File: src/source/puf_pkg.sv
package puf_pkg;

	// oscillator bank and challenge
	localparam int RO_NUM      = 16;                // oscillators in the bank
	localparam int SEL_W       = $clog2(RO_NUM);    // one oscillator index
	localparam int CHAL_W      = 2 * SEL_W;         // select 1 high nibble and select 0 low nibble

	// race counters
	localparam int CNT_W       = 10;                // edge counter width
	localparam int CNT_MAX     = 2**CNT_W - 1;      // count at which a counter is full
	localparam int SYNC_STAGES = 2;                 // flops per oscillator synchronizer

	// response frame goes out lsb first
	localparam int FRAME_W      = 1 + CNT_W + CHAL_W;    // resp + loser count + challenge
	localparam int FRM_RESP     = 0;                     // response bit position
	localparam int FRM_CNT_LSB  = FRM_RESP + 1;          // loser count field
	localparam int FRM_CHAL_LSB = FRM_CNT_LSB + CNT_W;   // echoed challenge field

	// serial link bit counters
	localparam int RX_CNT_W    = $clog2(CHAL_W);        // wraps after the last challenge bit
	localparam int TX_CNT_W    = $clog2(FRAME_W + 1);   // holds FRAME_W down to zero

endpackage

File: src/source/puf_challenge_rx.sv
`timescale 1ns/1ps

module puf_challenge_rx
	import puf_pkg::*;
(
	input  logic              clk,
	input  logic              i_rst,
	input  logic              i_rx_valid,   // host has a bit on i_rx_data
	input  logic              i_rx_data,    // challenge bit, msb first
	input  logic              i_arm,        // reopen for the next challenge
	output logic              o_rx_ready,   // high while waiting for a challenge
	output logic              o_chal_valid, // one cycle after the eighth bit
	output logic [CHAL_W-1:0] o_chal        // held until the next arm
);

	logic [RX_CNT_W-1:0] bit_cnt; // bits taken so far
	logic [CHAL_W-1:0]   shreg;   // challenge shift register
	logic                take;    // handshake on this edge

	assign take = i_rx_valid & o_rx_ready;

	always_ff @(posedge clk) begin
		if (i_rst) begin
			o_rx_ready   <= 1'b1;
			o_chal_valid <= 1'b0;
			bit_cnt      <= '0;
		end else begin
			o_chal_valid <= 1'b0; // pulse by default
			if (i_arm) begin
				o_rx_ready <= 1'b1;
				bit_cnt    <= '0;
			end else if (take) begin
				bit_cnt <= bit_cnt + 1'b1; // wraps to zero after the last bit
				if (bit_cnt == RX_CNT_W'(CHAL_W - 1)) begin
					o_rx_ready   <= 1'b0; // stop taking bits once full
					o_chal_valid <= 1'b1;
				end
			end
		end
	end

	// first bit ends up in the msb
	always_ff @(posedge clk) begin
		if (take) begin
			shreg <= {shreg[CHAL_W-2:0], i_rx_data};
		end
	end

	assign o_chal = shreg;

endmodule

File: src/source/puf_ro_select.sv
`timescale 1ns/1ps

module puf_ro_select
	import puf_pkg::*;
(
	input  logic              clk,
	input  logic              i_rst,
	input  logic              i_meas_en, // measurement window
	input  logic [CHAL_W-1:0] i_chal,    // two oscillator indices
	input  logic [RO_NUM-1:0] i_ro,      // raw oscillator lines
	output logic [RO_NUM-1:0] o_ro_en,   // one enable per oscillator
	output logic              o_ro_0,    // synchronized line picked by select 0
	output logic              o_ro_1     // synchronized line picked by select 1
);

	logic [SEL_W-1:0]       sel  [2]; // lane 0 low nibble, lane 1 high nibble
	logic [SYNC_STAGES-1:0] sync [2]; // synchronizer chain per lane

	assign sel[0] = i_chal[SEL_W-1:0];
	assign sel[1] = i_chal[CHAL_W-1:SEL_W];

	// one-hot per select where equal selects collapse to a single bit
	always_comb begin
		o_ro_en = '0;
		if (i_meas_en) begin
			o_ro_en[sel[0]] = 1'b1;
			o_ro_en[sel[1]] = 1'b1;
		end
	end

	// 16-to-1 mux straight into the first sync flop
	always_ff @(posedge clk) begin
		for (int lane = 0; lane < 2; lane++) begin
			if (i_rst) begin
				sync[lane] <= '0;
			end else begin
				sync[lane] <= {sync[lane][SYNC_STAGES-2:0], i_ro[sel[lane]]};
			end
		end
	end

	assign o_ro_0 = sync[0][SYNC_STAGES-1];
	assign o_ro_1 = sync[1][SYNC_STAGES-1];

endmodule

File: src/source/puf_edge_counter.sv
`timescale 1ns/1ps

module puf_edge_counter
	import puf_pkg::*;
(
	input  logic             clk,
	input  logic             i_rst,
	input  logic             i_meas_en, // count window
	input  logic             i_ro,      // already synchronized oscillator line
	output logic [CNT_W-1:0] o_cnt,     // rising edges seen in this window
	output logic             o_full     // count reached CNT_MAX
);

	logic meas_d;    // window delayed one cycle
	logic ro_d;      // line delayed one cycle
	logic meas_rise; // first cycle of a new window
	logic ro_rise;   // 0 -> 1 on the line

	assign meas_rise = i_meas_en & ~meas_d;
	assign ro_rise   = i_ro & ~ro_d;
	assign o_full    = (o_cnt == CNT_W'(CNT_MAX));

	always_ff @(posedge clk) begin
		if (i_rst) begin
			meas_d <= 1'b0;
			ro_d   <= 1'b0;
			o_cnt  <= '0;
		end else begin
			meas_d <= i_meas_en;
			ro_d   <= i_ro;
			if (meas_rise) begin
				o_cnt <= '0; // fresh window
			end else if (i_meas_en && ro_rise && !o_full) begin
				o_cnt <= o_cnt + 1'b1; // saturates at CNT_MAX
			end
		end
	end

endmodule

File: src/source/puf_race_arbiter.sv
`timescale 1ns/1ps

module puf_race_arbiter
	import puf_pkg::*;
(
	input  logic             clk,
	input  logic             i_rst,
	input  logic             i_meas_en,
	input  logic             i_full_0,
	input  logic             i_full_1,
	input  logic [CNT_W-1:0] i_cnt_0,
	input  logic [CNT_W-1:0] i_cnt_1,
	output logic             o_race_done, // one pulse per measurement
	output logic             o_resp,      // 1 when oscillator 1 wins alone
	output logic [CNT_W-1:0] o_loser_cnt  // count of the other counter
);

	logic armed;  // cleared after the decision and set again outside the window
	logic meas_d; // counters still hold old values in the first window cycle
	logic fire;   // decision cycle

	// skip the first cycle since counters clear on that edge
	assign fire = armed & i_meas_en & meas_d & (i_full_0 | i_full_1);

	always_ff @(posedge clk) begin
		if (i_rst) begin
			armed       <= 1'b1;
			meas_d      <= 1'b0;
			o_race_done <= 1'b0;
		end else begin
			meas_d      <= i_meas_en;
			o_race_done <= fire;
			if (fire) begin
				armed <= 1'b0;
			end else if (!i_meas_en) begin
				armed <= 1'b1; // window closed
			end
		end
	end

	// tie goes to oscillator 0 so resp stays 0 when both are full
	always_ff @(posedge clk) begin
		if (fire) begin
			o_resp      <= i_full_1 & ~i_full_0;
			o_loser_cnt <= (i_full_1 & ~i_full_0) ? i_cnt_0 : i_cnt_1;
		end
	end

endmodule

File: src/source/puf_measure_ctrl.sv
`timescale 1ns/1ps

module puf_measure_ctrl (
	input  logic clk,
	input  logic i_rst,
	input  logic i_chal_valid, // challenge complete
	input  logic i_race_done,  // a counter filled up
	input  logic i_tx_done,    // frame fully sent
	output logic o_meas_en,    // level for the whole race
	output logic o_frame_load, // capture the frame and also exec done
	output logic o_rx_arm      // reopen the receiver
);

	typedef enum logic [1:0] {
		ST_IDLE,     // waiting for a challenge
		ST_MEASURE,  // oscillators running
		ST_TRANSMIT, // frame going out
		ST_REARM     // one cycle to reopen rx
	} state_t;

	state_t state;
	state_t state_nxt;

	always_comb begin
		state_nxt = state;
		case (state)
			ST_IDLE:     if (i_chal_valid) state_nxt = ST_MEASURE;
			ST_MEASURE:  if (i_race_done)  state_nxt = ST_TRANSMIT;
			ST_TRANSMIT: if (i_tx_done)    state_nxt = ST_REARM;
			default:                       state_nxt = ST_IDLE;
		endcase
	end

	always_ff @(posedge clk) begin
		if (i_rst) begin
			state        <= ST_IDLE;
			o_frame_load <= 1'b0;
		end else begin
			state        <= state_nxt;
			o_frame_load <= (state == ST_MEASURE) & i_race_done; // one cycle after race done
		end
	end

	assign o_meas_en = (state == ST_MEASURE);
	assign o_rx_arm  = (state == ST_REARM); // rx ready rises the cycle after

endmodule

File: src/source/puf_frame_tx.sv
`timescale 1ns/1ps

module puf_frame_tx
	import puf_pkg::*;
(
	input  logic              clk,
	input  logic              i_rst,
	input  logic              i_load,      // capture a new frame only when idle
	input  logic              i_resp,
	input  logic              i_tx_ready,  // host back-pressure
	input  logic [CNT_W-1:0]  i_loser_cnt,
	input  logic [CHAL_W-1:0] i_chal,
	output logic              o_tx_valid,  // bits remain
	output logic              o_tx_data,   // current bit, lsb first
	output logic              o_tx_done    // pulse after the last bit
);

	logic [FRAME_W-1:0]  frame;    // assembled frame
	logic [FRAME_W-1:0]  shreg;    // shifts right on each accepted bit
	logic [TX_CNT_W-1:0] bits_left;
	logic                accept;   // host took the current bit

	always_comb begin
		frame                             = '0;
		frame[FRM_RESP]                   = i_resp;
		frame[FRM_CNT_LSB +: CNT_W]       = i_loser_cnt;
		frame[FRM_CHAL_LSB +: CHAL_W]     = i_chal;
	end

	assign o_tx_valid = (bits_left != '0);
	assign o_tx_data  = shreg[0];
	assign accept     = o_tx_valid & i_tx_ready;

	always_ff @(posedge clk) begin
		if (i_rst) begin
			bits_left <= '0;
			o_tx_done <= 1'b0;
		end else begin
			o_tx_done <= accept && (bits_left == TX_CNT_W'(1)); // last bit taken
			if (i_load) begin
				bits_left <= TX_CNT_W'(FRAME_W);
			end else if (accept) begin
				bits_left <= bits_left - 1'b1;
			end
		end
	end

	// bit holds while ready is low
	always_ff @(posedge clk) begin
		if (i_load) begin
			shreg <= frame;
		end else if (accept) begin
			shreg <= {1'b0, shreg[FRAME_W-1:1]};
		end
	end

endmodule

File: src/source/puf_datapath.sv
`timescale 1ns/1ps

module puf_datapath
	import puf_pkg::*;
(
	input  logic              clk,
	input  logic              i_rst,
	input  logic              i_rx_valid,
	input  logic              i_rx_data,
	input  logic              i_tx_ready,
	input  logic [RO_NUM-1:0] i_ro,        // lines back from the oscillator bank
	output logic              o_rx_ready,
	output logic [RO_NUM-1:0] o_ro_en,     // enables out to the oscillator bank
	output logic              o_exec_done, // frame loaded
	output logic              o_tx_valid,
	output logic              o_tx_data,
	output logic              o_tx_done
);

	logic              chal_valid;
	logic [CHAL_W-1:0] chal;
	logic              rx_arm;
	logic              meas_en;
	logic              ro_0;           // synchronized selected lines
	logic              ro_1;
	logic [CNT_W-1:0]  cnt_0;
	logic [CNT_W-1:0]  cnt_1;
	logic              full_0;
	logic              full_1;
	logic              race_done;
	logic              resp;
	logic [CNT_W-1:0]  loser_cnt;
	logic              frame_load;

	puf_challenge_rx u_rx (
		.clk          (clk),
		.i_rst        (i_rst),
		.i_rx_valid   (i_rx_valid),
		.i_rx_data    (i_rx_data),
		.i_arm        (rx_arm),
		.o_rx_ready   (o_rx_ready),
		.o_chal_valid (chal_valid),
		.o_chal       (chal)
	);

	puf_measure_ctrl u_ctrl (
		.clk          (clk),
		.i_rst        (i_rst),
		.i_chal_valid (chal_valid),
		.i_race_done  (race_done),
		.i_tx_done    (o_tx_done),
		.o_meas_en    (meas_en),
		.o_frame_load (frame_load),
		.o_rx_arm     (rx_arm)
	);

	puf_ro_select u_sel (
		.clk       (clk),
		.i_rst     (i_rst),
		.i_meas_en (meas_en),
		.i_chal    (chal),
		.i_ro      (i_ro),
		.o_ro_en   (o_ro_en),
		.o_ro_0    (ro_0),
		.o_ro_1    (ro_1)
	);

	puf_edge_counter u_cnt_0 (
		.clk       (clk),
		.i_rst     (i_rst),
		.i_meas_en (meas_en),
		.i_ro      (ro_0),
		.o_cnt     (cnt_0),
		.o_full    (full_0)
	);

	puf_edge_counter u_cnt_1 (
		.clk       (clk),
		.i_rst     (i_rst),
		.i_meas_en (meas_en),
		.i_ro      (ro_1),
		.o_cnt     (cnt_1),
		.o_full    (full_1)
	);

	puf_race_arbiter u_arb (
		.clk         (clk),
		.i_rst       (i_rst),
		.i_meas_en   (meas_en),
		.i_full_0    (full_0),
		.i_full_1    (full_1),
		.i_cnt_0     (cnt_0),
		.i_cnt_1     (cnt_1),
		.o_race_done (race_done),
		.o_resp      (resp),
		.o_loser_cnt (loser_cnt)
	);

	puf_frame_tx u_tx (
		.clk         (clk),
		.i_rst       (i_rst),
		.i_load      (frame_load),
		.i_resp      (resp),
		.i_tx_ready  (i_tx_ready),
		.i_loser_cnt (loser_cnt),
		.i_chal      (chal),
		.o_tx_valid  (o_tx_valid),
		.o_tx_data   (o_tx_data),
		.o_tx_done   (o_tx_done)
	);

	assign o_exec_done = frame_load; // host sees the load strobe

endmodule

File: config.mk
export PLATFORM = sky130hd
export DESIGN_NAME = puf_datapath
export DESIGN_NICKNAME = d
export VERILOG_FILES = /design/src/source/puf_pkg.sv /design/src/source/puf_challenge_rx.sv /design/src/source/puf_ro_select.sv /design/src/source/puf_edge_counter.sv /design/src/source/puf_race_arbiter.sv /design/src/source/puf_measure_ctrl.sv /design/src/source/puf_frame_tx.sv /design/src/source/puf_datapath.sv
export SDC_FILE = /design/constraint.sdc
export NUM_CORES = 1
export LEC_CHECK = 0
export ABC_AREA = 0
export BUFFER_PORTS_ARGS = -buffer_cell sky130_fd_sc_hd__buf_2
export CAP_MARGIN = 20
export CORE_ASPECT_RATIO = 0.75
export CORE_MARGIN = 3
export CORE_UTILIZATION = 55
export DETAILED_ROUTE_END_ITERATION = 10
export PLACE_DENSITY_LB_ADDON = 0.15
export SKIP_CTS_REPAIR_TIMING = 1
export SYNTH_ARGS = -nofsm -noshare
export SYNTH_HDL_FRONTEND = slang
export SYNTH_SLANG_ARGS = --single-unit
File: constraint.sdc
create_clock -name clk -period 3 [get_ports clk]
set_input_delay 0.9 -clock clk [delete_from_list [all_inputs] [get_ports clk]]
set_output_delay 0.9 -clock clk [all_outputs]
set_load 0.1 [all_outputs]
==> run metrics, run 1 <==
Syn Inst Count=360; Post-Synth Adder-Cell Area=3.403%; CTS clk-pin slew, worst paths=0.08 ns; Post-Synth XOR/XNOR Area=2.382%; Avg Cell Area, Syn=11.23 um^2; initial antenna violation count=0; post-place setup slack=0.4779 ns; DRC viols=0; number of global-route vias before repair=2,884; Netlist cell types=59; commonest non-fill, non-tap cell in the layout=dfxtp_1; crit end category=output port; Synthesis Warnings=0; Startpoint Class=register; n_diodes=0; power per cell area=677.9 nW/um^2; Tightest Pin Transition=0.8455 ns; Area Growth Syn to Fin=14.70%; Max-slew headroom=42.92%; Final Cycle Share=96.25%; DR vias/cell=5.793; # nets final=436; Ports=42; DPL Wire Length=6230 um; final hold viol count=0; H-tree depth=3; grt total ovfl=0; Lkg Pwr=0.001758 uW; fmax=346.3 MHz; vias post-DR=2,937; Maximum Capacitance Violations=0; ys async rst share=0%; total chip power=3144 uW; CTS tree=done; GRT Total Usage=21.69%; Port Buffers=41; final setup violation count=0; Routed WL per cell=17.01 um; Simple-Gate Fraction of Synth Area=18.07%; PnR worst setup slack=0.1125 ns; most frequent cells in the layout=dfxtp_1, edfxtp_1, buf_2; first-pass iteration count of the detailed router=5; Post-DRT Antenna Nets=0; Crit Path Max Fanout=9; RSZ-0062 raised after global routing=false; Critical Path AT=1.99 ns; post-synthesis sequential area ratio=49.50%; site row count=26; CTS root buf=clkbuf_8; crit path time final=2.887 ns; Mapped Area=4044 um^2; Syn Nets=392; Core Area=6962 um^2; clock sink total=81; critical path class=register to output port; setup_tns=0 ns; first-pass GRT wire length=14,280 um; gpl congestion=0.8479; Critical Path RT=2.10 ns; clk_skew=0.01276 ns; share of layout cells above drive strength 1=26.65%; post-synthesis mux area share=12.93%; largest net degree at the start of global routing=25; Synth Area in Compound Gates=10.86%; main combinational cell family by area after synthesis=simple AND/OR/NAND/NOR gates; Max IR drop VDD=426.9 uV; Initial Util=58.09%; fill cell count=577; #FFs+latches synth=81; CTS max path bufs=2; die width=105.0 um; DRT iter0 DRCs=147; DIE AREA=8428 um^2; Die H=80.26 um; Post-synth EDFFs=38; Clock Latency Late Sink=0.35 ns; Routed WL=8625 um; Most used DFF post-synth=dfxtp_1; Hold Path Class=register to register; Slew Limit Fails=0; CTS Buf Count=9; status=finished, final reports clean
==> registers in the layout (all words and copies together) (netlist names), 2 cells and up <==
register / cells
u_cnt_1.o_cnt: 10
u_rx.bit_cnt: 3
u_cnt_0.o_cnt: 10
u_sel.sync: 4
u_rx.o_chal: 8
u_arb.o_loser_cnt: 10
u_tx.shreg: 19
u_ctrl.state: 2
u_tx.bits_left: 5
==> where the power goes <==
part | internal [uW] | leakage [uW] | switching (uW)
registers | 1370 | 0.000711 | 77.0
logic | 262 | 0.000926 | 511
clock network | 543 | 0.000122 | 380
total | 2180 | 0.00176 | 967
==> cell usage after synthesis (3+ instances only) <==
library cell  count  area share, %
dfxtp_1          43             21
edfxtp_1         38             28
mux2_2           22            6.1
nand2_1          20            1.9
and2_1           17            2.6
nor2_1           17            1.6
inv_1            14            1.3
nor3_1           14            1.7
a21oi_1          12            1.5
clkbuf_1         12            1.1
o22ai_1          12            1.9
ha_1             11            3.4
nor2b_1           9            1.4
mux2i_1           8            2.0
mux2_4            7            2.6
nand3_1           7           0.87
xor2_1            7            1.5
nand2b_1          6           0.93
o31ai_1           6            1.1
a211oi_1          5           0.93
or4_1             5           0.93
mux4_2            4            2.2
o32ai_1           4           0.87
xnor2_1           4           0.87
a311oi_1          3           0.65
o211ai_1          3           0.56
o21a_1            3           0.56
or2_2             3           0.46
or3_1             3           0.46
==> layer usage <==
metal / global-route usage (%) / part of all wire [%]
met1: 31.06 / 50
met2: 32.84 / 44
met3: 5.382 / 4.8
met4: 6.029 / 1.2
met5: 0 / 0
==> logic make-up after synthesis <==
kind of cell,Yosys count
xor gates and xnor gates,11
AOI/OAI and AO/OA,62
buffers and inverters,30
and+or+nand+nor,124
DFF,81
adders and majority gates,11
muxes,41
==> critical path, cell delays in order (launching register included) <==
cell and delay, ns:
edfxtp_1 0.54, or2_2 0.39, o22ai_1 0.17, and2_1 0.13
buf_2 0.42
==> through the flow <==
| step | instances | hold WS, ns | area [um^2] | utilization [%] |
|---|---|---|---|---|
| CTS | 507 | 0.4503 | 4628 | 66.48 |
| detailed placement | 491 | 0.4335 | 4388 | 63.03 |
| floorplan | 360 | 0.4138 | 4048 | - |
| global route | 507 | 0.4635 | 4638 | 66.62 |
| finish | 507 | 0.4492 | 4638 | 66.62 |
| global placement | 491 | 0.4291 | 4388 | 63.03 |
==> cell type report <==
| class | instances | area [um^2] | share of cell area [%] |
|---|---|---|---|
| Clock inverter | 4 | 73.82 | 1.592 |
| Inverter | 14 | 52.55 | 1.133 |
| Sequential cell | 81 | 2002 | 43.16 |
| Timing Repair Buffer | 49 | 290.3 | 6.258 |
| Tap cell | 98 | 122.6 | 2.644 |
| Multi-Input combinational cell | 249 | 1931 | 41.62 |
| Clock buffer | 12 | 166.4 | 3.588 |
==> final timing paths <==
| kind | start | to | slack [ns] | depth (start not counted) |
|---|---|---|---|---|
| hold reg to reg | u_sel.sync[0][0] | u_sel.sync[0][1] | 0.45 | 1 |
| hold / removal | u_sel.sync[0][0] | u_sel.sync[0][1] | 0.45 | 1 |
| setup reg to reg | u_ctrl.state[1] | u_cnt_0.o_cnt[9] | 0.57 | 7 |
| setup / recovery | u_rx.o_chal[1] | o_ro_en[8] | 0.11 | 4 |
No activity file was read; power rests on OpenSTA's default activity.
==> run 2: changes to the inputs <==
--- a/config.mk
+++ b/config.mk
@@ -5,14 +5,14 @@
 export SDC_FILE = /design/constraint.sdc
 export NUM_CORES = 1
 export LEC_CHECK = 0
-export ABC_AREA = 0
+export ABC_AREA = 1
 export BUFFER_PORTS_ARGS = -buffer_cell sky130_fd_sc_hd__buf_2
 export CAP_MARGIN = 20
 export CORE_ASPECT_RATIO = 0.75
 export CORE_MARGIN = 3
 export CORE_UTILIZATION = 55
 export DETAILED_ROUTE_END_ITERATION = 10
-export PLACE_DENSITY_LB_ADDON = 0.15
+export PLACE_DENSITY = 0.75
 export SKIP_CTS_REPAIR_TIMING = 1
 export SYNTH_ARGS = -nofsm -noshare
 export SYNTH_HDL_FRONTEND = slang
==> run 2 against run 1 <==
  * Critical endpoint is now o_ro_en[10]
  * Via count increased by 28%
  * Die area grew 4.9%
  * Global-route usage up 1.1 points
  * Hold slack lost 0.040 ns
==> run metrics, run 2 <==
DRC viols=0 (unchanged); GRT Total Usage=22.79% (+1.1 points); commonest non-fill, non-tap cell in the layout=nand2_1; post-synthesis sequential area ratio=47.04% (-2.5 points); vias post-DR=3,765 (+28%); Initial Util=57.26% (-0.83 points); Netlist cell types=30 (-49%); Max IR drop VDD=515.2 uV (+21%); Final Cycle Share=94.27% (-2.0 points); Most used DFF post-synth=dfxtp_1; setup_tns=0 ns (unchanged); Lkg Pwr=0.002167 uW (+23%); fmax=353.6 MHz (+2.1%); crit path time final=2.828 ns (-0.05923 ns); Final Cell Area=4767 um^2 (+2.8%); Die H=82.18 um (+2.4%); Mapped Area=4255 um^2 (+5.2%); ys async rst share=0% (unchanged); share of layout cells above drive strength 1=13.14% (-14 points); Slew Limit Fails=0 (unchanged); instance area after placement=4566 um^2 (+4.0%); total chip power=2958 uW (-5.9%); Largest register FFs=19 (unchanged); number of global-route vias before repair=3,340 (+16%); Post-synth EDFFs=38 (unchanged); Crit Path Max Fanout=9 (unchanged); power per cell area=620.4 nW/um^2 (-8.5%); # nets final=651 (+49%); most frequent cells in the layout=nand2_1, inv_1, nor2_1; PnR worst setup slack=0.1718 ns (+0.05923 ns); met2 Use GR=34.18% (+1.3 points); HP Start=u_sel.sync[0][0]; gpl congestion=0.9187 (+8.4%); Core Area=7432 um^2 (+6.8%); top-count cell post-synth=nand2_1; grt total ovfl=0 (unchanged); Syn Nets=608 (+55%); final hold viol count=0 (unchanged); Routed WL=9404 um (+9.0%); CTS max path bufs=2 (unchanged); Critical Path AT=1.93 ns (-0.06 ns); cell taking the most area after synthesis=edfxtp_1; Ports=42 (unchanged); Hold Path Class=register to register; first-pass GRT wire length=15,730 um (+10%); Critical Path RT=2.10 ns (about the same); H-tree depth=3 (unchanged); top cells by area, synth=edfxtp_1, dfxtp_1, nand2_1; worst hold slack=0.4096 ns (-0.03956 ns); met1 GRT Util=33.68% (+2.6 points); Tightest Pin Transition=0.5043 ns (-0.3412 ns); Clock Latency Late Sink=0.35 ns (about the same); Maximum Capacitance Violations=0 (unchanged); Max-slew headroom=66.61% (+24 points); Synth top area share=26.82% (-1.4 points); site row count=27 (+3.8%); largest register by flop count=u_tx.shreg; Synthesis Warnings=0 (unchanged); #FFs+latches synth=81 (unchanged); CTS root buf=clkbuf_8; n_diodes=0 (unchanged); status=finished, final reports clean; Syn Inst Count=576 (+60%); DRT iter0 DRCs=349 (+140%); DPL Wire Length=7052 um (+13%); first-pass iteration count of the detailed router=4 (-1); largest net degree at the start of global routing=26 (+4.0%); CTS Buf Count=9 (unchanged); Port Buffers=41 (unchanged); post-place setup slack=0.4720 ns (-0.005946 ns); Startpoint Class=register; CTS tree=done; clock sink total=81 (unchanged); Reg2Reg Launch Point=u_ctrl.state[1]; crit end category=output port; die width=107.6 um (+2.4%); synth cell count leaders=nand2_1, inv_1, nor2_1; critical path launch point=u_rx.o_chal[1]; Post-DRT Antenna Nets=0 (unchanged); final setup violation count=0 (unchanged); met3 GRT Util=5.284% (-0.098 points); CTS clk-pin slew, worst paths=0.07 ns (about the same); Avg Cell Area, Syn=7.388 um^2 (-34%); initial antenna violation count=0 (unchanged); critical path class=register to output port; DR vias/cell=5.193 (-10%); DIE AREA=8839 um^2 (+4.9%); clk_skew=0.01283 ns (+0.00007400 ns); Area Growth Syn to Fin=12.03%; GRT busiest layer=met2; Routed WL per cell=12.97 um (-24%)
[run 2: changes by cell type after synthesis, moves of 9 or more]
cell     before  now
o22ai_1      12    0
o21ai_0       2   39
a21oi_1      12   36
nand2_1      20  211
and2_1       17    0
inv_1        14   68
mux2_2       22    0
nor2b_1       9    0
nor2_1       17   58
[run 2: final timing paths]
kind / to / slack, ns / cells after the start
hold / removal: u_sel.sync[0][1] / 0.41 / 2
setup reg to reg: u_cnt_1.o_cnt[5] / 0.97 / 9
hold reg to reg: u_sel.sync[0][1] / 0.41 / 2
setup / recovery: o_ro_en[10] / 0.17 / 5
[run 2: report_power, final]
group          switching [uW]  internal, uW
registers                61.3          1330
logic                     612           199
clock network             381           373
total                    1050          1900
[run 2: per-layer routing]
| layer | wire length, um | vias to the layer above |
|---|---|---|
| met2 | 4109 | 129 |
| met3 | 840 | 2 |
| met4 | 33 | 0 |
| met1 | 4421 | 1731 |
| li1 | - | 1903 |
| met5 | 0 | - |
[run 2: critical path: stages (launching register included)]
cell and delay (ns):
edfxtp_1 0.51, inv_1 0.18, nor2_1 0.30, nand2_1 0.11, a21oi_1 0.15, clkbuf_4 0.35
[run 2: cell type report]
class	count	area [um^2]
inverter	73	274.0
fill	696	2665
sequential	81	2002
clock inverter	4	25.02
multi-input combinational	407	1913
timing repair buffer	47	260.3
tap	101	126.4
clock buffer	12	166.4
[run 2: cell families (layout without fill, tap and decap cells)]
family	count (synthesis)	after routing	synth area share, %
buffers and inverters	88	136	7.997
and+or+nand+nor	303	303	29.31
AOI/OAI and AO/OA	84	84	10.56
xor gates and xnor gates	9	9	1.852
adders and majority gates	11	11	3.234
DFF	81	81	47.04
[run 2: per-stage QoR]
stage | cells | utilization (%)
floorplan | 576 | -
global placement | 709 | 61.43
detailed placement | 709 | 61.43
CTS | 725 | 64.01
global route | 725 | 64.14
finish | 725 | 64.14
